File: src/source/cb_pkg.sv
/*
  Shared types of the covariance-bank access path
  Mapping direction enum, decoder state enum
  Lane-to-bank pairing of the new-landmark mode
*/
package cb_pkg;

  // Mapping direction, shared by decode, shifters and top
  typedef enum logic [1:0] {
    DIR_IDLE = 2'b00,
    DIR_POS  = 2'b01,
    DIR_NEG  = 2'b10,
    DIR_NEW  = 2'b11
  } cb_dir_e;

  // Command decoder FSM states
  typedef enum logic [1:0] {
    ST_IDLE  = 2'b00,
    ST_RUN   = 2'b01,
    ST_DRAIN = 2'b10,
    ST_ACK   = 2'b11
  } dec_state_e;

  /*
    New-landmark mode, four banks only
      lnum  first lane (addr)    partner lane (addr)
      11    0 (new)              1 (lane 0)
      00    2 (new)              3 (lane 2)
      01    3 (new + 3)          2 (lane 3 - 1)
      10    1 (new + 1)          0 (lane 1 - 1)
  */

  // Lane that takes the new address
  function automatic int unsigned nl_first_lane(input logic [1:0] lnum);
    case (lnum)
      2'b11:   return 0;
      2'b00:   return 2;
      2'b01:   return 3;
      default: return 1;
    endcase
  endfunction

  // Lane fed from the first lane one cycle later
  function automatic int unsigned nl_partner_lane(input logic [1:0] lnum);
    case (lnum)
      2'b11:   return 1;
      2'b00:   return 3;
      2'b01:   return 2;
      default: return 0;
    endcase
  endfunction

endpackage

File: src/source/cb_en_shift.sv
/*
  Bank enable shifter
  Left, right or landmark-pair shift of the lane enables
*/
`timescale 1ns/1ps
module cb_en_shift import cb_pkg::*; #(
  parameter int L = 4
) (
  input  logic         clk,
  input  logic         sys_rst,
  input  cb_dir_e      dir,
  input  logic [1:0]   lnum,
  input  logic         en_new,
  output logic [L-1:0] cb_en
);

  int unsigned first_lane;
  int unsigned partner_lane;

  // Pair selection of the new-landmark mode
  assign first_lane   = nl_first_lane(lnum);
  assign partner_lane = nl_partner_lane(lnum);

  always_ff @(posedge clk) begin
    if (sys_rst) begin
      cb_en <= '0;
    end else begin
      case (dir)
        // Enter at bank 0, move up
        DIR_POS: cb_en <= {cb_en[L-2:0], en_new};
        // Enter at bank L-1, move down
        DIR_NEG: cb_en <= {en_new, cb_en[L-1:1]};
        DIR_NEW: begin
          for (int i = 0; i < L; i++) begin
            if (i == first_lane)
              cb_en[i] <= en_new;
            else if (i == partner_lane)
              cb_en[i] <= cb_en[first_lane];
            else
              cb_en[i] <= 1'b0;
          end
        end
        // Idle ends any read burst
        default: cb_en <= '0;
      endcase
    end
  end

  // Pair table only defined for four banks
  a_new_l4: assert property (@(posedge clk) disable iff (sys_rst)
    dir == DIR_NEW |-> L == 4);

endmodule

File: config.mk
export PLATFORM = sky130hd
export DESIGN_NAME = cb_en_shift
export DESIGN_NICKNAME = d
export VERILOG_FILES = /design/src/source/cb_pkg.sv /design/src/source/cb_en_shift.sv
export SDC_FILE = /design/constraint.sdc
export NUM_CORES = 1
export LEC_CHECK = 0
export ABC_AREA = 1
export BUFFER_PORTS_ARGS = -buffer_cell sky130_fd_sc_hd__buf_2
export CAP_MARGIN = 20
export CORE_UTILIZATION = 25
export CTS_BUF_LIST = sky130_fd_sc_hd__clkbuf_4 sky130_fd_sc_hd__clkbuf_8
export DETAILED_ROUTE_END_ITERATION = 10
export GPL_ROUTABILITY_DRIVEN = 0
export HOLD_SLACK_MARGIN = 0.1
export MAX_ROUTING_LAYER = met4
export PLACE_DENSITY = 0.52
export SLEW_MARGIN = 15
export SYNTH_ARGS = -nofsm -noshare
export SYNTH_HDL_FRONTEND = slang
export SYNTH_SLANG_ARGS = --single-unit
File: constraint.sdc
create_clock -name clk -period 3.1 [get_ports clk]
set_input_delay 0.155 -clock clk [delete_from_list [all_inputs] [get_ports clk]]
set_output_delay 0.155 -clock clk [all_outputs]
set_load 0.03 [all_outputs]
# ---- Yosys cells after proc, flatten, opt, wreduce, memory -nomap -nowiden
# Index checks and enable logic that the tools add are counted.
dict set report classes {
  n_addsub 0
  multipliers 0
  n_div 0
  n_lt_le_gt_ge 1
  n_eq_ne 11
  n_shift 0
  n_mux 13
  bitwise 0
  reduce_logical 3
}
# op n
set ops {}
lappend ops {{== test 2 x 32 -> 1 bit, first input constant} 4}
lappend ops {{== test 1 x 32 -> 1 bit, first input constant} 2}
lappend ops {{zero test 32 bit} 2}
lappend ops {{< comparator 32 x 3 -> 1 bit, second input constant} 1}
lappend ops {{case mux 2 bit (3 select lines)} 2}
lappend ops {{case mux 4 bit (3 select lines)} 1}
lappend ops {{2-to-1 mux 1 bit} 9}
lappend ops {{== test 2 bit, second input constant} 3}
lappend ops {{== test 2 x 1 -> 1 bit, second input constant} 2}
lappend ops {{binary-select mux 1 bit (select 2 bit)} 1}
lappend ops {{zero test 2 bit} 1}
dict set report totals {
  register_bits 4
  latch_bits 0
  ram_bits 0
  romBits 0
  in_bits 7
  output_inout_bits 4
  word_cells 29
  n_memories 0
}

# ---- Logic depth before layout (Yosys ltp)
dict set report logic_depth {
  depth_word 7
  mapped_depth 9
  mapped_depth_nobuf 9
}

# ---- Least setup slack after synthesis
# Ideal clock, no wire load.
dict set report synth_timing {
  path_type {input-to-reg}
  from {in lnum[1]}
  to {reg cb_en[3]}
  setup_time_ns 0.114
  arrival_ns 1.001
  t_required_ns 2.986
  slack_ns 1.986
  path_stages 9
  n_path_buf 0
  cell_sequence {inv_1 -> ha_1 -> inv_1 -> nand2_1 -> nand3_1 -> nand2_1 -> nand2_1 -> a21oi_1 -> nor2_1}
}
dict set report synth_between {
  elab_chain_cells 7
  word_cells_on_any_way 12
  classes_between {eq/ne (4); mux (7); reduce/logical (1)}
}
# item line_no
set synth_rtl {}
lappend synth_rtl {{start: declaration} cb_en_shift.sv:12} ;# input logic [1:0] lnum,
lappend synth_rtl {{== test 2 x 1 -> 1 bit, or another cell as far along} {cb_pkg.sv:35, cb_pkg.sv:45}}
lappend synth_rtl {{case mux 2 bit (3 select lines)} cb_pkg.sv:35} ;# case (lnum)
lappend synth_rtl {{binary-select mux 1 bit (select 2 bit)} cb_en_shift.sv:38} ;# cb_en[i] <= cb_en[first_lane];
lappend synth_rtl {{2-to-1 mux 1 bit (not written as such)} cb_en_shift.sv:38}
lappend synth_rtl {{2-to-1 mux 1 bit} cb_en_shift.sv:37} ;# else if (i == partner_lane)
lappend synth_rtl {{2-to-1 mux 1 bit *} cb_en_shift.sv:35} ;# if (i == first_lane)
lappend synth_rtl {{case mux 4 bit (3 select lines) *} cb_en_shift.sv:28} ;# case (dir)
lappend synth_rtl {{end signal: assignment} cb_en_shift.sv:30} ;# DIR_POS: cb_en <= {cb_en[L-2:0], en_new};
lappend synth_rtl {{end signal: indexed assignment} cb_en_shift.sv:36} ;# cb_en[i] <= en_new;
lappend synth_rtl {{end signal: indexed assignment} cb_en_shift.sv:38}
lappend synth_rtl {{end: declaration} cb_en_shift.sv:14} ;# output logic [L-1:0] cb_en
# Every way passes the cells marked *; elsewhere a longest branch is shown, timed or not. The select of a mux whose other input is x is not followed.
# A chain may end at the register's enable or synchronous reset.

# ---- Worst setup path after layout
dict set report layout_timing {
  from {in lnum[0]}
  to {reg cb_en[3]}
}
# Same word-level chain as after synthesis.

==> impl_metrics.csv <==
group,metric,value,unit
power_and_ir_drop,peakVddDrop,0.188,mV
sta,slew-limit-headroom,84.0,%
sta,whs,0.132,ns
cells_and_area,fin_util,33.2,%
cells_and_area,final_common_cell,"nand2_1",
global_routing,grt_util_all_layers,9.85,%
worst_setup_path,arrival,1.27,ns
sta,setup_viol,0,
synthesis,synth_top_cell_by_area,"ha_1",
floorplanning,initial_core_util,27.1,%
route,route.detailed.drc,0,
route,wl_per_cell,8.88,um
place,dp.cells,90,
worst_setup_path,crit_type,"input pin to register",
cells_and_area,final_cell_mix,"nand2_1 (16), inv_1 (14), nand3_1 (10), buf_2 (10)",
route,ant_nets,0,
cells_and_area,largest-register,"cb_en",
place,dp_hpwl,706,um
floorplanning,fp.dieArea,1820,um2
place,port_buffers,10,
synthesis,synth_top_family_by_area,"simple AND/OR/NAND/NOR gates",
worst_setup_path,cpMostUsedCell,"nand2_1",
synthesis,synthCells,64,
clock_tree,cts_root_buf,"clkbuf_4",
floorplanning,fp.coreArea,1520,um2
floorplanning,rows,14,
job,cap_violations,0,
worst_setup_path,cpLargestDelayFamily,"simple AND/OR/NAND/NOR gates",
clock_tree,post_cts.repair.setup_buffers,0,
sta,rsz0062_at_grt,"false",
sta,tns,0,ns
floorplanning,pin_count,11,
worst_setup_path,path_cells,"buf_2, inv_1, ha_1, inv_1, nand2_1, nand3_1, nand2_1, nand2_1, a21oi_1, nor2_1",
route,drtIter0Drc,3,
synthesis,seq_area_frac_synth,19.4,%
sta,final.min_clock_period,1.15,ns
worst_setup_path,endpoint_kind,"register",
synthesis,syn-num-nets,78,
global_routing,gr-total-overflow,0,
route,vias,410,
sta,fin_ws,1.95,ns
synthesis,synth_compound_area_share,15.2,%
status,outcome,"finished, final reports clean",
power_and_ir_drop,power-per-cell-area,318,nW/um2
place,dp_slack,1.71,ns
global_routing,grt_pass1_wl,1320,um
floorplanning,die_w,42.6,um
sta,worst_pin_slew,0.238,ns
synthesis,syn_area,413,um2
synthesis,synthAdderAreaFrac,21.2,%
cells_and_area,drive_above_1_share,20.8,%
synthesis,synth.top_cell.area_share,21.2,%
worst_setup_path,critPathMaxStageDelay,0.33,ns
route,drt-pass1-iter-count,4,
clock_tree,clk_latency,0.23,ns
global_routing,antenna_found_initial,0,
cells_and_area,multi_input_area,280,um2
cells_and_area,syn_to_final_growth,22.4,%
synthesis,synth-simple-area-share,31.5,%
clock_tree,clk_pin_slew_worst_paths,0.04,ns
worst_setup_path,startpoint_type,"input pin",
sta,fin_skew,0.00147,ns
synthesis,synth.ff_latch_count,4,
worst_setup_path,cp_data_required_time,3.22,ns
clock_tree,clockBufferDepth,2,
floorplanning,dieHeight,42.6,um
global_routing,grt_pass1_vias,333,
sta,drv_slew,0,
cells_and_area,antenna_cells,0,
sta,hold_viol,0,
worst_setup_path,crit_slowest_cell,"ha_1",
synthesis,yosysUniqueCellTypes,11,
sta,max_freq,867,MHz
cells_and_area,finalNonFillerCells,93,
sta,period_share,37.2,%
clock_tree,post_cts_resized,0,
synthesis,synth.area.top_cells,"ha_1 (21%), dfxtp_1 (19%), nand2_1 (15%)",
clock_tree,cts_buffers,3,
cells_and_area,nets,93,
cells_and_area,largest_reg_flops,4,
cells_and_area,reg_top3,"cb_en x4",
global_routing,grt_max_degree,7,
cells_and_area,seqCellArea,80.1,um2
worst_setup_path,worstPathMaxFanout,5,
clock_tree,holdBufCountCts,0,
cells_and_area,fillers,172,
power_and_ir_drop,p_leak,0.280,nW
synthesis,synth-warning-count,0,
synthesis,synth_xor_area_share,0,%
synthesis,synthMuxAreaShare,0,%
route,totalWireLength,826,um
clock_tree,clkSinkCount,4,
clock_tree,cts_max_level,1,
worst_setup_path,worst-path-buf-inv,3,
clock_tree,cts_tree,"done",
route,via_per_inst,4.41,
hold_path,hp-class,"input pin to register",
synthesis,avgSynthCellArea,6.45,um2
## worst paths after layout
path             from       end  slack [ns]  depth (start not counted)
max           lnum[0]  cb_en[3]        1.95                         10
min           sys_rst  cb_en[1]        0.13                          2
max reg2reg  cb_en[2]  cb_en[2]        2.12                          6
min reg2reg  cb_en[3]  cb_en[2]        0.58                          4
## cells in the mapped netlist (all sizes together)
cell	instances
a21oi	7
nand2	16
nor2	2
dfxtp	4
nand3	11
a211oi	1
inv	14
ha	7
o31ai	2
## worst register-to-register path: stages (launching register included)
cell     delay, ns
dfxtp_1       0.38
nand2_1       0.07
nand3_1       0.15
nand3_1       0.09
nand2_1       0.06
nand2_1       0.05
a21oi_1       0.11
## where the power goes
part | switching, mW | internal [mW] | total, mW
clock | 0.0186 | 0.0431 | 0.0618
combinational | 0.0281 | 0.0150 | 0.0431
sequential | 0.00196 | 0.0539 | 0.0559
total | 0.0487 | 0.112 | 0.161
## per-layer routing
| metal | global-route usage [%] | wire [um] |
|---|---|---|
| met4 | 3.75 | 0 |
| met5 | - | 0 |
| met3 | 2.59 | 7 |
| met2 | 15.5 | 416 |
| met1 | 11.9 | 403 |
## metrics by stage
| stage | power [mW] | cell area [um2] |
|---|---|---|
| 2_1_floorplan | 0.0855 | 413 |
| 3_3_place_gp | 0.100 | 483 |
| 3_5_place_dp | 0.100 | 483 |
| 4_1_cts | 0.164 | 505 |
| 5_1_grt | 0.175 | 505 |
| 6_report | 0.161 | 505 |
## cells by family after synthesis
family,after synthesis
AOI/OAI and AO/OA,10
DFF,4
adders and majority gates,7
and+or+nand+nor,29
buffers and inverters,14
## final cells by class
class | instances | share of cell area, %
Multi-Input combinational cell | 46 | 55.4
Sequential cell | 4 | 15.8
Inverter | 14 | 10.4
Timing Repair Buffer | 10 | 9.90
Clock buffer | 3 | 4.46
Tap cell | 16 | 3.96
Note: power is estimated with default switching activity, not from simulation.
