## src/source/cb_pkg.sv

```systemverilog
/*
  Shared types of the covariance-bank access path
  Mapping direction enum, decoder state enum
  Lane-to-bank pairing of the new-landmark mode
*/
package cb_pkg;

  // Mapping direction, shared by decode, shifters and top
  typedef enum logic [1:0] {
    DIR_IDLE = 2'b00,
    DIR_POS  = 2'b01,
    DIR_NEG  = 2'b10,
    DIR_NEW  = 2'b11
  } cb_dir_e;

  // Command decoder FSM states
  typedef enum logic [1:0] {
    ST_IDLE  = 2'b00,
    ST_RUN   = 2'b01,
    ST_DRAIN = 2'b10,
    ST_ACK   = 2'b11
  } dec_state_e;

  /*
    New-landmark mode, four banks only
      lnum  first lane (addr)    partner lane (addr)
      11    0 (new)              1 (lane 0)
      00    2 (new)              3 (lane 2)
      01    3 (new + 3)          2 (lane 3 - 1)
      10    1 (new + 1)          0 (lane 1 - 1)
  */

  // Lane that takes the new address
  function automatic int unsigned nl_first_lane(input logic [1:0] lnum);
    case (lnum)
      2'b11:   return 0;
      2'b00:   return 2;
      2'b01:   return 3;
      default: return 1;
    endcase
  endfunction

  // Lane fed from the first lane one cycle later
  function automatic int unsigned nl_partner_lane(input logic [1:0] lnum);
    case (lnum)
      2'b11:   return 1;
      2'b00:   return 3;
      2'b01:   return 2;
      default: return 0;
    endcase
  endfunction

endpackage

```

## src/source/cb_cmd_decode.sv

```systemverilog
/*
  Command decoder for the bank access path
  Four-phase req/ack, step sequencer, pipeline drain
*/
`timescale 1ns/1ps
module cb_cmd_decode import cb_pkg::*; #(
  parameter int CB_AW   = 8,
  parameter int ROW_LEN = 10,
  parameter int L       = 4
) (
  input  logic             clk,
  input  logic             sys_rst,
  input  logic             cmd_req,
  input  cb_dir_e          cmd_dir,
  input  logic [1:0]       cmd_lnum,
  input  logic [CB_AW-1:0] cmd_base,
  input  logic [7:0]       cmd_len,
  output logic             cmd_ack,
  output cb_dir_e          dir,
  output logic [1:0]       lnum,
  output logic [CB_AW-1:0] addr_new,
  output logic             en_new,
  output logic             group_bit
);

  // Drain counter must reach L
  localparam int DCW = $clog2(L + 2);

  dec_state_e       state;
  cb_dir_e          dir_q;
  logic [1:0]       lnum_q;
  logic [7:0]       len_q;
  logic [7:0]       step_cnt;
  logic [DCW-1:0]   drain_cnt;
  logic [CB_AW-1:0] addr_q;

  always_ff @(posedge clk) begin
    if (sys_rst) begin
      state     <= ST_IDLE;
      cmd_ack   <= 1'b0;
      dir_q     <= DIR_IDLE;
      lnum_q    <= 2'b00;
      step_cnt  <= 8'd0;
      drain_cnt <= '0;
    end else begin
      case (state)
        ST_IDLE: begin
          if (cmd_req) begin
            dir_q     <= cmd_dir;
            lnum_q    <= cmd_lnum;
            step_cnt  <= 8'd0;
            drain_cnt <= '0;
            // Empty command goes straight to flushing
            state     <= (cmd_len == 8'd0) ? ST_DRAIN : ST_RUN;
          end
        end
        ST_RUN: begin
          step_cnt <= step_cnt + 8'd1;
          if (step_cnt == len_q - 8'd1)
            state <= ST_DRAIN;
        end
        ST_DRAIN: begin
          // L+1 flush cycles until the last data leaves the result stage
          drain_cnt <= drain_cnt + 1'b1;
          if (drain_cnt == DCW'(L)) begin
            state   <= ST_ACK;
            cmd_ack <= 1'b1;
          end
        end
        default: begin
          // Hold ack until host releases req
          if (!cmd_req) begin
            state   <= ST_IDLE;
            cmd_ack <= 1'b0;
          end
        end
      endcase
    end
  end

  // Step address and command length
  always_ff @(posedge clk) begin
    if (state == ST_IDLE && cmd_req) begin
      addr_q <= cmd_base;
      len_q  <= cmd_len;
    end else if (state == ST_RUN) begin
      addr_q <= addr_q + CB_AW'(ROW_LEN);
    end
  end

  assign en_new    = (state == ST_RUN);
  // Group toggles every four steps
  assign group_bit = (state == ST_RUN) & step_cnt[2];
  assign addr_new  = addr_q;
  assign lnum      = lnum_q;
  // Direction stays valid through drain so zeros flush out
  assign dir       = (state == ST_RUN || state == ST_DRAIN) ? dir_q : DIR_IDLE;

  // Ack comes up in the ack state only after a full flush without steps
  a_ack_state: assert property (@(posedge clk) disable iff (sys_rst)
    $rose(cmd_ack) |-> state == ST_ACK && !$past(en_new) && !$past(en_new, L + 1));

  // Zero length issues no step and flushes in its own direction
  a_zero_len: assert property (@(posedge clk) disable iff (sys_rst)
    (state == ST_IDLE && cmd_req && cmd_len == 8'd0) |=> !en_new && dir == $past(cmd_dir));

endmodule

```

## config.mk

```make
export PLATFORM = sky130hd
export DESIGN_NAME = cb_cmd_decode
export DESIGN_NICKNAME = d
export VERILOG_FILES = /design/src/source/cb_pkg.sv /design/src/source/cb_cmd_decode.sv
export SDC_FILE = /design/constraint.sdc
export NUM_CORES = 1
export LEC_CHECK = 0
export BUFFER_PORTS_ARGS = -buffer_cell sky130_fd_sc_hd__buf_2
export CORE_ASPECT_RATIO = 1.5
export CORE_MARGIN = 8
export CORE_UTILIZATION = 25
export CTS_BUF_LIST = sky130_fd_sc_hd__clkbuf_16
export CTS_CLUSTER_SIZE = 20
export DETAILED_ROUTE_END_ITERATION = 6
export GPL_TIMING_DRIVEN = 0
export HOLD_SLACK_MARGIN = 0.02
export SYNTH_ARGS = -nofsm -noshare
export SYNTH_HDL_FRONTEND = slang
export SYNTH_SLANG_ARGS = --single-unit
```

## constraint.sdc

```tcl
create_clock -name clk -period 2.1 [get_ports clk]
set_input_delay 0.315 -clock clk [delete_from_list [all_inputs] [get_ports clk]]
set_output_delay 0.315 -clock clk [all_outputs]
set_load 0.1 [all_outputs]
```

# ---- Word-level counts from Yosys, hierarchy flattened
# Cells that the tools add are included.
dict set report word_totals {
  wordCells 52
  register_bits 34
  output_inout_bits 15
}
dict set report classes {
  mux 16
  n_reduce_logical 13
  eq_ne 9
  n_addsub 4
  n_bitwise 2
}
# op count
set ops {}
lappend ops {{2-to-1 mux 8 bit} 3}
lappend ops {{case mux 8 bit (2 select lines)} 1}
lappend ops {{2-to-1 mux 2 bit} 6}
lappend ops {{adder 8 x 1 -> 8 bit (second input constant)} 1}
lappend ops {{adder 8 x 4 -> 8 bit (second input constant)} 1}
lappend ops {{equality test 8 bit} 1}
lappend ops {{logical NOT 8 bit} 1}
lappend ops {{subtractor 8 x 1 -> 8 bit (second input constant)} 1}
lappend ops {{case mux 2 bit (3 select lines)} 1}
lappend ops {{case mux 3 bit (2 select lines)} 1}
lappend ops {{AND reduction 2 bit} 3}
lappend ops {{nonzero test 2 bit} 3}
lappend ops {{!= test 2 x 1 -> 1 bit (second input constant)} 2}
lappend ops {{!= test 2 bit (second input constant)} 2}
lappend ops {{!= test 4 x 1 -> 1 bit (second input constant)} 1}
lappend ops {{AND reduction 4 bit} 1}
lappend ops {{adder 3 x 1 -> 3 bit (second input constant)} 1}
lappend ops {{equality test 3 bit (second input constant)} 1}
lappend ops {{2-to-1 mux 3 bit} 1}
lappend ops {{AND reduction 3 bit} 1}
lappend ops {{equality test 2 x 1 -> 1 bit (second input constant)} 1}
lappend ops {{equality test 2 bit (second input constant)} 1}
lappend ops {{logical NOT 2 bit} 1}
lappend ops {{2-to-1 mux 1 bit} 2}
lappend ops {{6 further kinds} 6}

# ---- Longest topological paths before layout
dict set report depth {
  depth_word 4
  ltp_mapped 9
  mapped_depth_nobuf 8
}

# ---- Worst setup path before layout
# No wires, ideal clock.
dict set report synth_timing {
  path_type {flip-flop to output port}
  startpoint {register state[1]}
  endpoint {output port group_bit}
  path_stages_with_launch 5
  path_slack_ps -572
  t_arrival_ps 2357
  n_path_buf 1
  path_cell_list {dfxtp_1 inv_1 ha_1 buf_2 and2_1}
}
dict set report synth_via {
  elab_chain_cells 2
}
# element line_no
set synth_lines {}
lappend synth_lines {{start, declared} cb_cmd_decode.sv:29} ;# dec_state_e state;
lappend synth_lines {{start signal, assigned} cb_cmd_decode.sv:54} ;# state <= (cmd_len == 8'd0) ? ST_DRAIN : ST_RUN;
lappend synth_lines {{equality test 2 x 1 -> 1 bit} -}
lappend synth_lines {{via en_new} cb_cmd_decode.sv:22} ;# output logic en_new,
lappend synth_lines {{AND 1 bit} cb_cmd_decode.sv:93} ;# assign group_bit = (state == ST_RUN) & step_cnt[2];
lappend synth_lines {{end, declared} cb_cmd_decode.sv:23} ;# output logic group_bit
# The timed path passes the listed nets, and every way through them passes these cells.

# ---- Worst setup path after layout
dict set report layout_timing {
  startpoint {register state[0]}
  endpoint {register state[1]}
}
dict set report layout_via {
  elab_chain_cells 3
  elab_cells_between_ends 9
  classes_between {6 x eq/ne; 1 x mux; 2 x reduce/logical}
}
# element line_no
set layout_lines {}
lappend layout_lines {{equality test 2 x 1 -> 1 bit, or another cell as far along} cb_cmd_decode.sv:46} ;# case (state)
lappend layout_lines {{!= test 4 x 1 -> 1 bit (no line), or another cell as far along} -}
lappend layout_lines {{AND reduction 4 bit (no line)} -}
# Several ways; a longest one is shown, not always the timed one.
# A chain may end at the register's enable or synchronous reset.

==> results_dict.tcl <==
set metrics [dict create \
    status "complete, no violations" \
    final_util_pct 33.9 \
    min_period_over_period_pct 96.3 \
    number_of_cell_rows 39 \
    grt_first_pass_wirelength_mm 7.91 \
    io_pins 38 \
    holdCritPathClass "in2reg" \
    tns_ns 0 \
    max-vdd-ir-drop_v 0.000986 \
    die_w_microns 87.4 \
    destination_of_the_worst_register_to_register_timing_path "state[1]$_SDFFE_PP0P_" \
    synth_enable_flop_cells 16 \
    dpl.hpwl_mm 3.61 \
    cts.root.buffer_cell "sky130_fd_sc_hd__clkbuf_16" \
    first_global_vias 1726 \
    min-delay-start "cmd_len[4]" \
    clock_tree.htree_level_count 2 \
    static-leakage-power_nw 0.976 \
    path_clk_slew_ns 0.05 \
    tritoncts_num_sinks 34 \
    critPathKind "reg2reg" \
    post_synth_inst_count 199 \
    power_switching_mw 1.87 \
    rsz0062_at_grt "yes" \
    required_ns 2.25 \
    avgRoutedWirePerCell_microns 13.4 \
    gpl.final_weighted_congestion 0.799 \
    critPathArrivalTime_ns 2.18 \
    fin_skew_ns 0.00301 \
    ant_nets 0 \
    core_area_sq_um 7510 \
    worst-slew-pin-transition_ns 0.571 \
    cts-root-to-sink-buffers 2 \
    worst-r2r-cell-count 8 \
    tritoncts "built" \
    fillCellCount 812 \
    whs_endpoint "len_q[4]$_DFFE_PP_" \
    insertedDiodeCount 0 \
    cellPowerDensity_nw_per_um2 1510 \
    start_util_pct 25.4 \
    drt_pass1_iterations 6 \
    synth_largest_type_area_fraction_pct 25.2 \
    grt_start_max_net_pins 18 \
    share_comb_of_total_power_pct 54.1 \
    final_number_of_max_transition_violations 0 \
    share_of_total_power_consumed_by_net_switching_pct 48.7 \
    power_report.internal_total_mw 1.97 \
    use_met3_pct 2.79 \
    layout_cell_share_with_drive_strength_beyond_1_pct 32.7 \
    regToRegSetupSlack_ns 0.08 \
    die_y_microns 123 \
    pwr-share-clk_pct 17.9 \
    synth_top_cells_by_area "sky130_fd_sc_hd__edfxtp_1 (25%), sky130_fd_sc_hd__dfxtp_1 (19%), sky130_fd_sc_hd__ha_1 (5.9%)" \
    setup_violations 0 \
    via_per_inst 4.56 \
    remaining_drc_errors 0 \
    setup.worst_path.end_class "flop" \
    synth.cell_area_sq_um 1910 \
    period_needed_ns 2.02 \
    synth.avg_cell_area_sq_um 9.59 \
    globalRouteMet1Util_pct 10.1 \
    achievable-frequency_mhz 495 \
    placed_cells 338 \
    route.vias.total 1623 \
    timing.max_cap.violations 0 \
    nets 285 \
    hold_path_depth 1 \
    synth_top_cell_by_area "sky130_fd_sc_hd__edfxtp_1" \
    synth_sequential_area_ratio_pct 44.0 \
    cts_inserted_buffers 5 \
    grt_most_used_layer "met2" \
    synthesis.yosys.warnings 0 \
    timing.slew.headroom_pct 61.6 \
    fraction_of_synthesis_flops_using_an_asynchronous_set_or_reset_pin_pct 0 \
    clk-insertion-delay-late_ns 0.28 \
    fp.dieArea_sq_um 10700 \
    synth_top_flop_cell "sky130_fd_sc_hd__dfxtp_1" \
    aggregate_routed_wire_length_mm 4.76 \
    drtIter0Drc 68 \
    numPortBuffers 37 \
    pwr-share-seq_pct 28.0 \
    r2r_startpoint "state[0]$_SDFFE_PP0P_" \
    grt_use_met2_pct 16.5 \
    totalPowerFinal_mw 3.84 \
    grt_overflow 0 \
    global_route.usage.total_pct 9.42 \
    ys_seq_elements 34 \
    timing.critical_path.fanout_max 5 \
    yosys.cell_types.count 45 \
    grt_antenna_before_repair 0 \
    finalHoldViolCount 0 \
    postSynthNetCount 231 \
    startpoint_type_of_the_worst_setup_path "flop" \
    instances_no_fill 356 \
    area.growth.synth_to_final_pct 33.3 \
]
## cells in the final DEF, fill, tap and decap left out, types with 3 or more instances in the layout
master and instances:
sky130_fd_sc_hd__xnor2_1 6, sky130_fd_sc_hd__dfxtp_1 16, sky130_fd_sc_hd__nand2b_1 4, sky130_fd_sc_hd__nor2_1 18
sky130_fd_sc_hd__xor2_1 10, sky130_fd_sc_hd__nand2_1 25, sky130_fd_sc_hd__ha_4 3, sky130_fd_sc_hd__clkbuf_16 5
sky130_fd_sc_hd__inv_1 9, sky130_fd_sc_hd__buf_2 38, sky130_fd_sc_hd__o21ai_0 10, sky130_fd_sc_hd__nand3_1 3
sky130_fd_sc_hd__ha_1 5, sky130_fd_sc_hd__nand4_1 4, sky130_fd_sc_hd__buf_4 11, sky130_fd_sc_hd__edfxtp_1 16
sky130_fd_sc_hd__clkbuf_1 3, sky130_fd_sc_hd__a21oi_1 16
## per-stage QoR
step / hold WS [ns] / worst slack (ns) / instance area, sq um
3_5_place_dp: 0.452 / -0.336 / 2240
5_1_grt: 0.223 / -0.0244 / 2540
3_3_place_gp: 0.440 / -0.309 / 2240
4_1_cts: 0.226 / 0.0127 / 2440
2_1_floorplan: 0.380 / 0.0411 / 1920
6_report: 0.233 / 0.0780 / 2540
## cells in the mapped netlist (all sizes together), types with 3 or more instances
cell	instances
a21oi	16
a31oi	3
and2	3
and3	3
clkbuf	4
dfxtp	18
edfxtp	16
ha	9
inv	11
nand2	25
nand2b	4
nand3	3
nand4	4
nor2	19
nor4	3
o21ai	10
or3	3
xnor2	6
xor2	10
## metal layers
| metal | share of wire [%] | vias up |
|---|---|---|
| met2 | 51 | 26 |
| met1 | 43 | 765 |
| met5 | 0 | - |
| met4 | 2.3 | 0 |
| met3 | 3.1 | 8 |
| li1 | - | 824 |
## sequential cells by signal, indices dropped and copies added (netlist names)
register and count:
state 2, step_cnt 8, addr_new 8, cmd_ack 1, lnum 2, len_q 8
dir_q 2, drain_cnt 3
## worst max-delay path, cell delays in order (launching register included)
cell	delay, ns
sky130_fd_sc_hd__dfxtp_4	0.36
sky130_fd_sc_hd__clkinvlp_4	0.12
sky130_fd_sc_hd__ha_4	0.20
sky130_fd_sc_hd__a21boi_4	0.14
sky130_fd_sc_hd__a2111oi_4	0.37
sky130_fd_sc_hd__a41oi_2	0.07
sky130_fd_sc_hd__a221oi_2	0.33
sky130_fd_sc_hd__and3_4	0.25
sky130_fd_sc_hd__o31ai_2	0.06
## cell type report
class                      count  area, sq um  area share, %
multi-input combinational    148         1090           42.9
sequential                    34          846           33.2
timing repair buffer          48          270           10.6
tap                          102          128           5.01
clock buffer                   5          125           4.92
inverter                      11         51.3           2.02
buffer                         5         21.3          0.836
clock inverter                 3         12.5          0.492
## cell families (layout without fill, tap and decap cells)
logic type,count (synthesis),in the layout,synth area share (%)
mux,1,1,0.524
xor+xnor,16,16,7.34
flops,34,34,44.0
fa+ha+maj,9,9,5.90
buf+inv,17,72,3.60
simple gates,75,75,19.5
compound gates,47,47,19.1
## worst max-delay path by stage
stage	to	startpoint	depth (start not counted)	slack, ns
CTS	state[0]$_SDFFE_PP0P_	state[0]$_SDFFE_PP0P_	8	0.01
finish	state[1]$_SDFFE_PP0P_	state[0]$_SDFFE_PP0P_	8	0.08
global placement	addr_new[5]$_DFFE_PN_	state[1]$_SDFFE_PP0P_	6	-0.31
floorplan	step_cnt[7]$_SDFFE_PP0P_	state[1]$_SDFFE_PP0P_	8	0.04
global route	state[1]$_SDFFE_PP0P_	state[1]$_SDFFE_PP0P_	8	-0.02
detailed placement	addr_new[7]$_DFFE_PN_	state[1]$_SDFFE_PP0P_	6	-0.34
## power by group through the flow
stage	sequential (mW)	clock [mW]	combinational, mW
after floorplan	1.66	0	0.926
after global placement	1.08	0	1.81
after detailed placement	1.09	0	1.83
after CTS	1.07	0.703	1.95
after global routing	1.10	0.730	2.24
final	1.07	0.688	2.08
## what timing repair did
action | CTS | global route
resized for setup | 15 | 10
setup endpoints to repair | 17 | 5
buffers inserted | 1 | 10
pin swaps | 2 | 7
hold buffers | 0 | 0
Power figures use the tool's default switching activity.
