[src/source/cb_pkg.sv]
/*
  Shared types of the covariance-bank access path
  Mapping direction enum, decoder state enum
  Lane-to-bank pairing of the new-landmark mode
*/
package cb_pkg;

  // Mapping direction, shared by decode, shifters and top
  typedef enum logic [1:0] {
    DIR_IDLE = 2'b00,
    DIR_POS  = 2'b01,
    DIR_NEG  = 2'b10,
    DIR_NEW  = 2'b11
  } cb_dir_e;

  // Command decoder FSM states
  typedef enum logic [1:0] {
    ST_IDLE  = 2'b00,
    ST_RUN   = 2'b01,
    ST_DRAIN = 2'b10,
    ST_ACK   = 2'b11
  } dec_state_e;

  /*
    New-landmark mode, four banks only
      lnum  first lane (addr)    partner lane (addr)
      11    0 (new)              1 (lane 0)
      00    2 (new)              3 (lane 2)
      01    3 (new + 3)          2 (lane 3 - 1)
      10    1 (new + 1)          0 (lane 1 - 1)
  */

  // Lane that takes the new address
  function automatic int unsigned nl_first_lane(input logic [1:0] lnum);
    case (lnum)
      2'b11:   return 0;
      2'b00:   return 2;
      2'b01:   return 3;
      default: return 1;
    endcase
  endfunction

  // Lane fed from the first lane one cycle later
  function automatic int unsigned nl_partner_lane(input logic [1:0] lnum);
    case (lnum)
      2'b11:   return 1;
      2'b00:   return 3;
      2'b01:   return 2;
      default: return 0;
    endcase
  endfunction

endpackage

[src/source/cb_addr_shift.sv]
/*
  Bank address shifter
  Group-bit delay line, neighbour-to-neighbour address moves
  Plus/minus one at group boundaries, landmark-pair mapping
*/
`timescale 1ns/1ps
module cb_addr_shift import cb_pkg::*; #(
  parameter int L     = 4,
  parameter int CB_AW = 8
) (
  input  logic               clk,
  input  logic               sys_rst,
  input  cb_dir_e            dir,
  input  logic [1:0]         lnum,
  input  logic               group_bit,
  input  logic               en_new,
  input  logic [L-1:0]       cb_en,
  input  logic [CB_AW-1:0]   addr_new,
  output logic [CB_AW*L-1:0] cb_addr
);

  // g_d[i] is group_bit delayed by i cycles
  logic [L-1:1]     g_d;
  int unsigned      first_lane;
  int unsigned      partner_lane;
  logic [CB_AW-1:0] new_off;
  logic             pair_dec;

  always_ff @(posedge clk) begin
    if (sys_rst) begin
      g_d <= '0;
    end else begin
      g_d[1] <= group_bit;
      for (int i = 2; i < L; i++)
        g_d[i] <= g_d[i-1];
    end
  end

  // New-landmark pair and its offsets
  assign first_lane   = nl_first_lane(lnum);
  assign partner_lane = nl_partner_lane(lnum);
  assign new_off      = (lnum == 2'b01) ? CB_AW'(3) :
                        (lnum == 2'b10) ? CB_AW'(1) : '0;
  // Downward pairs step back by one
  assign pair_dec     = (lnum == 2'b01) || (lnum == 2'b10);

  always_ff @(posedge clk) begin
    if (sys_rst) begin
      cb_addr <= '0;
    end else begin
      case (dir)
        DIR_POS: begin
          cb_addr[0 +: CB_AW] <= en_new ? addr_new : '0;
          for (int i = 1; i < L; i++) begin
            // Boundary reached this stage
            if (g_d[i])
              cb_addr[i*CB_AW +: CB_AW] <= cb_en[i-1] ?
                cb_addr[(i-1)*CB_AW +: CB_AW] + CB_AW'(1) : '0;
            else
              cb_addr[i*CB_AW +: CB_AW] <= cb_addr[(i-1)*CB_AW +: CB_AW];
          end
        end
        DIR_NEG: begin
          cb_addr[(L-1)*CB_AW +: CB_AW] <= en_new ? addr_new + CB_AW'(3) : '0;
          // Lane i sits L-1-i stages from the entry lane
          for (int i = 0; i < L - 1; i++) begin
            if (g_d[L-1-i])
              cb_addr[i*CB_AW +: CB_AW] <= cb_en[i+1] ?
                cb_addr[(i+1)*CB_AW +: CB_AW] - CB_AW'(1) : '0;
            else
              cb_addr[i*CB_AW +: CB_AW] <= cb_addr[(i+1)*CB_AW +: CB_AW];
          end
        end
        DIR_NEW: begin
          for (int i = 0; i < L; i++) begin
            if (i == first_lane)
              cb_addr[i*CB_AW +: CB_AW] <= en_new ? addr_new + new_off : '0;
            else if (i == partner_lane)
              cb_addr[i*CB_AW +: CB_AW] <= !cb_en[first_lane] ? '0 :
                cb_addr[first_lane*CB_AW +: CB_AW] - CB_AW'(pair_dec);
            else
              cb_addr[i*CB_AW +: CB_AW] <= '0;
          end
        end
        // Idle keeps the last addresses
        default: cb_addr <= cb_addr;
      endcase
    end
  end

  // Fixed pair mapping assumes four banks
  a_new_l4: assert property (@(posedge clk) disable iff (sys_rst)
    dir == DIR_NEW |-> L == 4);

endmodule

[config.mk]
export PLATFORM = sky130hd
export DESIGN_NAME = cb_addr_shift
export DESIGN_NICKNAME = d
export VERILOG_FILES = /design/src/source/cb_pkg.sv /design/src/source/cb_addr_shift.sv
export SDC_FILE = /design/constraint.sdc
export NUM_CORES = 1
export LEC_CHECK = 0
export BUFFER_PORTS_ARGS = -buffer_cell sky130_fd_sc_hd__buf_2
export CORE_UTILIZATION = 55
export CTS_CLUSTER_SIZE = 24
export DETAILED_ROUTE_END_ITERATION = 16
export PLACE_DENSITY = 0.78
export SLEW_MARGIN = 10
export SYNTH_ARGS = -nofsm -noshare
export SYNTH_HDL_FRONTEND = slang
export SYNTH_SLANG_ARGS = --single-unit
[constraint.sdc]
create_clock -name clk -period 4.9 [get_ports clk]
set_clock_uncertainty 0.15 [all_clocks]
set_input_delay 0.98 -clock clk [delete_from_list [all_inputs] [get_ports clk]]
set_output_delay 0.98 -clock clk [all_outputs]
set_load 0.05 [all_outputs]
# After elaboration in Yosys (flattened, before gate mapping)
# Cells that the tools add are included.
[op_classes]
n_eq_ne = 12
muxes = 31
magnitude_cmp = 1
n_addsub = 9
shift = 1
n_reduce_logical = 5
[ops]
columns = ["operator", "n"]
rows = [
  ["8-bit two-way mux", 24],
  ["2-bit by 32-bit equality test with 1-bit output, first input constant", 4],
  ["32-bit case mux with 3 select lines", 1],
  ["1-bit by 32-bit equality test with 1-bit output, first input constant", 2],
  ["32-bit zero test", 2],
  ["32-bit by 33-bit indexed part select with 8-bit output", 1],
  ["32-bit by 3-bit less-than comparator with 1-bit output, second input constant", 1],
  ["8-bit by 1-bit adder with 8-bit output, second input constant", 3],
  ["8-bit by 1-bit subtractor with 8-bit output, second input constant", 3],
  ["2-bit case mux with 3 select lines", 2],
  ["8-bit by 2-bit adder with 8-bit output", 1],
  ["8-bit by 2-bit adder with 8-bit output, second input constant", 1],
  ["2-bit equality test, second input constant", 4],
  ["8-bit by 1-bit subtractor with 8-bit output", 1],
  ["2-bit by 1-bit equality test with 1-bit output, second input constant", 2],
  ["3-bit nonzero test", 1],
  ["1-bit binary-select mux with 2-bit select", 1],
  ["2-bit zero test", 1],
  ["1-bit two-way mux", 2],
  ["2-bit two-way mux", 1],
  ["1-bit logical OR", 1],
]
[word_totals]
wordCells = 61
reg_bits = 35
input_bits = 20

# Depth between registers and ports, before layout
# Gate-level depths: netlist of the first run.
[logic_depth]
depth_word = 8
depth_mapped = 14
ltp_nobuf = 11

# Worst setup path before layout of the first run
# OpenSTA, ideal clock, no wires.
[synth_path]
kind = "input port to flip-flop"
from = "input port lnum[0]"
to = "register cb_addr[2]"
path_slack_ns = 0.673
arrival_time_ns = 3.991
t_required_ns = 4.664
setup_ns = 0.086
n_path_buf = 4
stages = 13
cell_sequence = "inv_1 ha_1 buf_4 buf_6 buf_2 buf_2 mux4_2 inv_1 ha_1 ha_1 mux4_2 or3b_2 a211oi_1"
[synth_via]
elab_chain_len = 8
word_cells_on_any_way = 21
classes_between = "add/sub: 2; eq/ne: 3; shift: 1; mux: 11; reduce/logical: 4"
[synth_rtl]
columns = ["item", "line", "text"]
rows = [
  ["start, declared", "cb_addr_shift.sv:14", "input logic [1:0] lnum,"],
  ["2-bit by 1-bit equality test with 1-bit output (tied with other cells)", "-", ""],
  ["2-bit case mux with 3 select lines", "cb_pkg.sv:35", "case (lnum)"],
  ["32-bit by 33-bit indexed part select with 8-bit output / 1-bit binary-select mux with 2-bit select (equally long branches)", "cb_addr_shift.sv:80, cb_addr_shift.sv:79", ""],
  ["8-bit by 1-bit subtractor with 8-bit output / 1-bit two-way mux (equally long branches)", "cb_addr_shift.sv:80, cb_addr_shift.sv:79", ""],
  ["8-bit two-way mux", "cb_addr_shift.sv:79", "cb_addr[i*CB_AW +: CB_AW] <= !cb_en[first_lane] ? '0 :"],
  ["8-bit two-way mux", "cb_addr_shift.sv:78", "else if (i == partner_lane)"],
  ["8-bit two-way mux (*)", "cb_addr_shift.sv:76", "if (i == first_lane)"],
  ["32-bit case mux with 3 select lines (*)", "cb_addr_shift.sv:51", "case (dir)"],
  ["end signal, assigned by index", "cb_addr_shift.sv:53", "cb_addr[0 +: CB_AW] <= en_new ? addr_new : '0;"],
  ["end signal, assigned by index", "cb_addr_shift.sv:77", "cb_addr[i*CB_AW +: CB_AW] <= en_new ? addr_new + new_off : '0;"],
  ["end signal, assigned by index", "cb_addr_shift.sv:79", ""],
  ["end, declared", "cb_addr_shift.sv:19", "output logic [CB_AW*L-1:0] cb_addr"],
]
# Every way passes the cells marked *; elsewhere a longest branch is shown, timed or not. The select of a mux whose other input is x is not followed.
# A chain may end at the register's enable or synchronous reset.

# Worst setup path in the final report of the first run
[layout_path]
from = "input port lnum[0]"
to = "register cb_addr[23]"
# The elaborated chain is that of the path after synthesis.

==> metrics.md, run 1 <==
| Metric | Value |
|---|---|
| Reg2reg start | g_d[2] |
| Critical path type | input port to register |
| FF+latch count, synth | 35 |
| CP endpoint | cb_addr[23] |
| CORE AREA | 7848 um^2 |
| Global-route wire length before repair | 28150 um |
| YS warnings | 0 |
| FF-to-FF setup slack | 1.92 ns |
| Non-Filler Instances | 732 |
| Primary FF master, synth | dfxtp_1 |
| Cts hold-fix bufs | 0 |
| Cell Rows | 32 |
| Synthesized area | 4529 um^2 |
| Vias | 5345 |
| Largest net degree at the start of global routing | 38 |
| Post-Layout Inst Area | 4748 um^2 |
| Post-route DRC | 0 |
| Clk sinks | 35 |
| Layout area overhead | 4.834% |
| DP Area | 4667 um^2 |
| Number of diodes | 0 |
| H-tree levels | 2 |
| Fin. max-slew vios | 0 |
| Syn Inst Count | 622 |
| Final WL | 18320 um |
| Placement Setup Slack | 0.8063 ns |
| Final Hold Fails | 0 |
| Die extent in y | 92.75 um |
| Unrepaired setup endpoints after global routing | false |
| Max VDD drop | 0.1153 mV |
| Initial antenna violation count | 0 |
| Setup crit start | lnum[0] |
| Outcome | complete, no violations |
| RR Endpoint | cb_addr[23] |
| Layout cells sized above 1 | 14.76% |
| Synth top area cells | dfxtp_1 (15%), ha_1 (5.2%), nor2_1 (5.2%), o21ai_0 (4.8%), mux2i_1 (4.4%) |
| Clk slew on worst S/H paths | 0.09 ns |
| Post-synthesis sequential area ratio | 15.47% |
| CP required | 4.94 ns |
| Post-DR wirelength/cell | 25.02 um |
| Filler Cell Count | 771 |
| Multi-input logic area | 3463 um^2 |
| Number of synthesized flops with an enable pin | 0 |
| Total Die Area | 8602 um^2 |
| CP Launch Type | input port |
| Routed vias/inst | 7.302 |
| Starting DRC count in detailed routing | 766 |
| Gr usage total | 43.52% |
| Port Buffers | 51 |
| Die Span X | 92.75 um |
| CTS root buffer | clkbuf_8 |
| Number of global-route vias before repair | 4894 |
| Final Cycle Share | 78.39% |
| Syn Nets | 662 |
| Worst Path Max Fanout | 12 |
| Static Leakage | 0.001748 uW |
| Clock latency on the worst-skew pair | 0.30 ns |
| TritonCTS clock tree | built |
| Syn Area/Cell | 7.282 um^2 |
| Min cycle time layout | 3.841 ns |
| Detail Route Antenna Nets | 0 |
| Hold_sp | cb_addr[23] |
| Pwr/cell area | 223.5 nW/um^2 |
| PostCTS Resize Cnt | 0 |
| Hold crit path type | register to register |
| Worst Slack Setup Final | 1.059 ns |
| R2R depth | 5 |
| Slew headroom | 26.28% |
| Initial Utilization | 57.72% |
| Design Power | 1061 uW |
| Hpwl dp | 13160 um |
| Initial DRT Pass Iterations | 5 |
| Total Neg Setup Slack | 0 ns |
| IO Pins | 52 |
| Post-synth top area share | 15.47% |
| Post-synth top area cell | dfxtp_1 |
| # placed instances | 724 |
| Final setup vio count | 0 |
| Critical path arrival | 3.89 ns |
| FF/Latch Area | 700.7 um^2 |
| Num CTS Buffers | 5 |
| Max cap viols | 0 |
| Post-CTS Setup Repair Bufs | 0 |
| Clk buf depth | 2 |
| Count of distinct cell types in the synthesized netlist | 75 |
| Post-synth ARST share | 0% |
| Total Nets Final | 669 |
| GRT overflow | 0 |
| Slew @ Worst Pin | 1.094 ns |
| Routability cong. | 1.009 |
| Fmax | 260.3 MHz |
| CP Capture Type | register |
[worst max-delay path, stage by stage]
cell and delay (ns):
buf_2 0.14, inv_1 0.10, ha_1 0.30, nor2_1 0.13, buf_4 0.21, mux4_2 0.31
inv_1 0.07, ha_1 0.25, nand2_1 0.14, o32ai_2 0.70, mux2i_1 0.19, a2111oi_2 0.33
[logic make-up (layout without fill, tap and decap cells)]
| group | after synthesis | count (layout) | share of synthesized area, % |
|---|---|---|---|
| AO/OA/AOI/OAI | 180 | 180 | 27.40 |
| XOR/XNOR | 32 | 32 | 6.188 |
| adder cells (fa/ha/maj) | 20 | 20 | 5.691 |
| buffers and inverters | 78 | 86 | 8.066 |
| flip-flops | 35 | 35 | 15.47 |
| multiplexers | 28 | 28 | 7.900 |
| AND/OR/NAND/NOR | 249 | 249 | 29.28 |
[power breakdown]
| part | internal (uW) | switching (uW) | leakage (uW) |
|---|---|---|---|
| Clock | 100 | 121 | 0.0000422 |
| Combinational | 158 | 316 | 0.00142 |
| Sequential | 302 | 63.5 | 0.000287 |
| Total | 561 | 500 | 0.00175 |
[state kept, by name, indices dropped and copies added (netlist names)]
name,flops
cb_addr,32
g_d,3
[stage by stage]
step                hold slack (ns)  util (%)
CTS                          0.4742     60.51
finish                       0.4897     60.51
global placement             0.4551     59.47
global route                 0.5048     60.51
detailed placement           0.4626     59.47
floorplan                    0.3565         -
[per-layer routing]
layer | vias up | track usage [%] | wire, um
li1 | 2365 | - | -
met1 | 2484 | 59.09 | 7185
met2 | 418 | 65.56 | 7832
met3 | 78 | 7.964 | 2285
met4 | 0 | 22.05 | 1013
met5 | - | 0 | 0
[how the worst min path moves through the flow]
stage             endpoint  slack (ns)  depth (start not counted)
3_5_place_dp   cb_addr[23]        0.46                          2
4_1_cts        cb_addr[23]        0.47                          2
3_3_place_gp   cb_addr[23]        0.46                          2
2_1_floorplan       g_d[3]        0.36                          2
5_1_grt        cb_addr[23]        0.50                          2
6_report       cb_addr[23]        0.49                          2
[area by class of cell]
class,instances,area share [%]
tap,102,2.688
timing repair buffer,56,6.166
inverter,22,1.739
multi-input combinational,509,72.94
clock inverter,1,0.1054
sequential,35,14.76
clock buffer,7,1.607
[Yosys cell counts (4+ instances only)]
master	n
nor2_1	63
o21ai_0	43
clkbuf_1	39
dfxtp_1	35
nand2_1	35
a21oi_1	32
nand3_1	32
inv_1	22
nor3_1	21
xor2_1	21
mux2i_1	20
ha_1	19
or3_1	16
nand4_1	15
xnor2_1	11
a211oi_1	10
nor4_1	10
o221ai_1	10
o31ai_1	10
nor2b_1	8
o2111ai_1	8
a311oi_1	7
nand2b_1	7
o211ai_1	7
a221oi_1	6
a31oi_1	6
mux4_2	6
nor3b_1	6
o41ai_1	6
or3b_2	6
or2_2	5
buf_1	4
buf_2	4
buf_6	4
nand3b_1	4
[placed cells by master (no fill, tap or decap), types with 10 or more instances in the layout]
cell type	count
nor2_1	63
buf_2	51
o21ai_0	43
nand2_1	35
dfxtp_1	35
a21oi_1	32
nand3_1	32
inv_1	22
nor3_1	21
xor2_1	21
mux2i_1	20
ha_1	19
or3_1	16
nand4_1	15
xnor2_1	11
o221ai_1	10
a211oi_1	10
o31ai_1	10
nor4_1	10
No activity file was read; power rests on OpenSTA's default activity.
==> inputs of run 2 (changes only) <==
--- a/config.mk
+++ b/config.mk
@@ -9,7 +9,7 @@
 export CORE_UTILIZATION = 55
 export CTS_CLUSTER_SIZE = 24
 export DETAILED_ROUTE_END_ITERATION = 16
-export PLACE_DENSITY = 0.78
+export PLACE_DENSITY = 0.81
 export SLEW_MARGIN = 10
 export SYNTH_ARGS = -nofsm -noshare
 export SYNTH_HDL_FRONTEND = slang
==> constraint.sdc (replaced) <==
create_clock -name clk -period 3.4 [get_ports clk]
set_clock_uncertainty 0.15 [all_clocks]
set_input_delay 0.68 -clock clk [delete_from_list [all_inputs] [get_ports clk]]
set_output_delay 0.68 -clock clk [all_outputs]
set_load 0.05 [all_outputs]
==> metrics.md, run 2 (synthesized netlist as in run 1, its figures left out) <==
| Metric | Value |
|---|---|
| Min cycle time layout | 3.206 ns |
| Outcome | complete, no violations |
| Clk slew on worst S/H paths | 0.09 ns |
| Total Nets Final | 689 |
| Vias | 5568 |
| Filler Cell Count | 748 |
| CP cell instances | buf_2 > inv_1 > ha_4 > mux4_2 > inv_2 > ha_4 > ha_4 > mux4_2 > or3b_2 > a311oi_1 |
| Hpwl dp | 13320 um |
| Flop pwr share | 32.4% |
| Largest register FFs | 32 |
| Post-Layout Inst Area | 4959 um^2 |
| Net load switching power | 757.8 uW |
| Starting DRC count in detailed routing | 731 |
| Largest net degree at the start of global routing | 38 |
| DP Area | 4866 um^2 |
| Detail Route Antenna Nets | 0 |
| Static Leakage | 0.001848 uW |
| Crit-path slowest cell | mux4_2 |
| Initial Utilization | 57.72% |
| TritonCTS clock tree | built |
| Switching Fraction | 47.16% |
| Layout cells sized above 1 | 18.31% |
| Hold crit path type | input port to register |
| Slew @ Worst Pin | 0.9201 ns |
| Clock latency on the worst-skew pair | 0.30 ns |
| Post-DR wirelength/cell | 24.63 um |
| Critical path type | input port to register |
| Final Cycle Share | 94.30% |
| Port Buffers | 51 |
| Gr usage total | 43.63% |
| CTS root buffer | clkbuf_8 |
| Die Span X | 92.75 um |
| Layout area overhead | 9.475% |
| CP required | 3.44 ns |
| CP Capture Type | register |
| Initial antenna violation count | 0 |
| Global-route wire length before repair | 28500 um |
| Hold_ws | 0.4374 ns |
| H-tree levels | 2 |
| Critical path arrival | 3.25 ns |
| Worst Slack Setup Final | 0.1938 ns |
| Cts hold-fix bufs | 0 |
| Top reg by flops | cb_addr |
| Fmax | 311.9 MHz |
| Final WL | 18520 um |
| Post-route DRC | 0 |
| Routed vias/inst | 7.404 |
| Max stage delay on crit path | 0.52 ns |
| Most common cell on crit path | ha_4 |
| Clock share of power | 21.4% |
| Total Neg Setup Slack | 0 ns |
| Clk buf depth | 2 |
| Delay-heaviest family, CP | multiplexers |
| Pwr/cell area | 324.1 nW/um^2 |
| Routability cong. | 1.012 |
| Fin. max-slew vios | 0 |
| Largest registers | cb_addr: 32 flops, g_d: 3 flops |
| Initial DRT Pass Iterations | 7 |
| Final setup vio count | 0 |
| Buf+Inv Stages, Crit Path | 3 |
| Unrepaired setup endpoints after global routing | false |
| Number of global-route vias before repair | 4958 |
| Total Die Area | 8602 um^2 |
| Post-CTS Setup Repair Bufs | 0 |
| Placement Setup Slack | -0.06097 ns |
| Internal power | 849.2 uW |
| Max VDD drop | 0.1738 mV |
| Worst Path Max Fanout | 6 |
| CORE AREA | 7848 um^2 |
| Comb pwr share | 46.2% |
| Final Hold Fails | 0 |
| Max cap viols | 0 |
| Commonest non-fill, non-tap cell in the layout | nor2_1 |
| Commonest non-fill, non-tap cells in the layout | nor2_1 (63), buf_2 (51), o21ai_0 (43), nand2_1 (35), dfxtp_1 (35) |
| Cell Rows | 32 |
| Die extent in y | 92.75 um |
| Clk sinks | 35 |
| PostCTS Resize Cnt | 0 |
| Slew headroom | 38.25% |
| Num CTS Buffers | 5 |
| GRT overflow | 0 |
| FF-to-FF setup slack | 0.69 ns |
| CP Launch Type | input port |
| IO Pins | 52 |
| Number of diodes | 0 |
[run 2: cell count changes in the layout (fill, tap and decap cells not counted), sizes merged]
cell	change
inv	+1
buf	+20
clkbuf	-2
clkinvlp	+2
clkinv	-1
[run 2: power by group through the flow]
stage | logic (uW) | clock network [uW] | registers, uW
detailed placement | 713 | 0 | 524
global route | 784 | 358 | 522
finish | 742 | 344 | 521
floorplan | 472 | 0 | 554
global placement | 703 | 0 | 524
CTS | 715 | 337 | 514
[run 2: through the flow]
| stage | power (uW) | std cells | util [%] |
|---|---|---|---|
| after floorplan | 1026 | 622 | - |
| after global routing | 1663 | 752 | 63.19 |
| final | 1607 | 752 | 63.19 |
| after CTS | 1567 | 752 | 63.19 |
| after global placement | 1227 | 744 | 62.01 |
| after detailed placement | 1237 | 744 | 62.01 |
[run 2: worst register-to-register path, stage by stage, from the launching register on]
cell	delay [ns]
dfxtp_1	0.59
mux4_2	0.33
inv_2	0.04
ha_4	0.17
ha_4	0.18
mux4_2	0.39
or3b_2	0.46
a311oi_1	0.28
[run 2: final timing paths]
kind / from / endpoint / cells past startpoint
worst max-delay path: lnum[1] / cb_addr[26] / 10
worst min-delay path: group_bit / g_d[1] / 2
worst min register to register: cb_addr[23] / cb_addr[23] / 2
worst max register to register: cb_addr[8] / cb_addr[26] / 7
[run 2: metal layers]
metal  GRT usage (%)  share of wire, %  routed length [um]  vias to the layer above
li1                -                 -                   -                     2401
met1           57.28                37                6772                     2530
met2           63.40                41                7566                      508
met3           13.55                15                2823                      129
met4           23.33               7.3                1356                        0
met5               0                 0                   0                        -
[run 2: layout make-up]
class | instances | area (um^2) | area share [%]
tap | 102 | 127.6 | 2.574
inverter | 22 | 82.58 | 1.665
sequential | 35 | 700.7 | 14.13
timing repair buffer | 76 | 442.9 | 8.933
clock buffer | 5 | 68.82 | 1.388
multi-input combinational | 509 | 3512 | 70.83
clock inverter | 3 | 23.77 | 0.4794
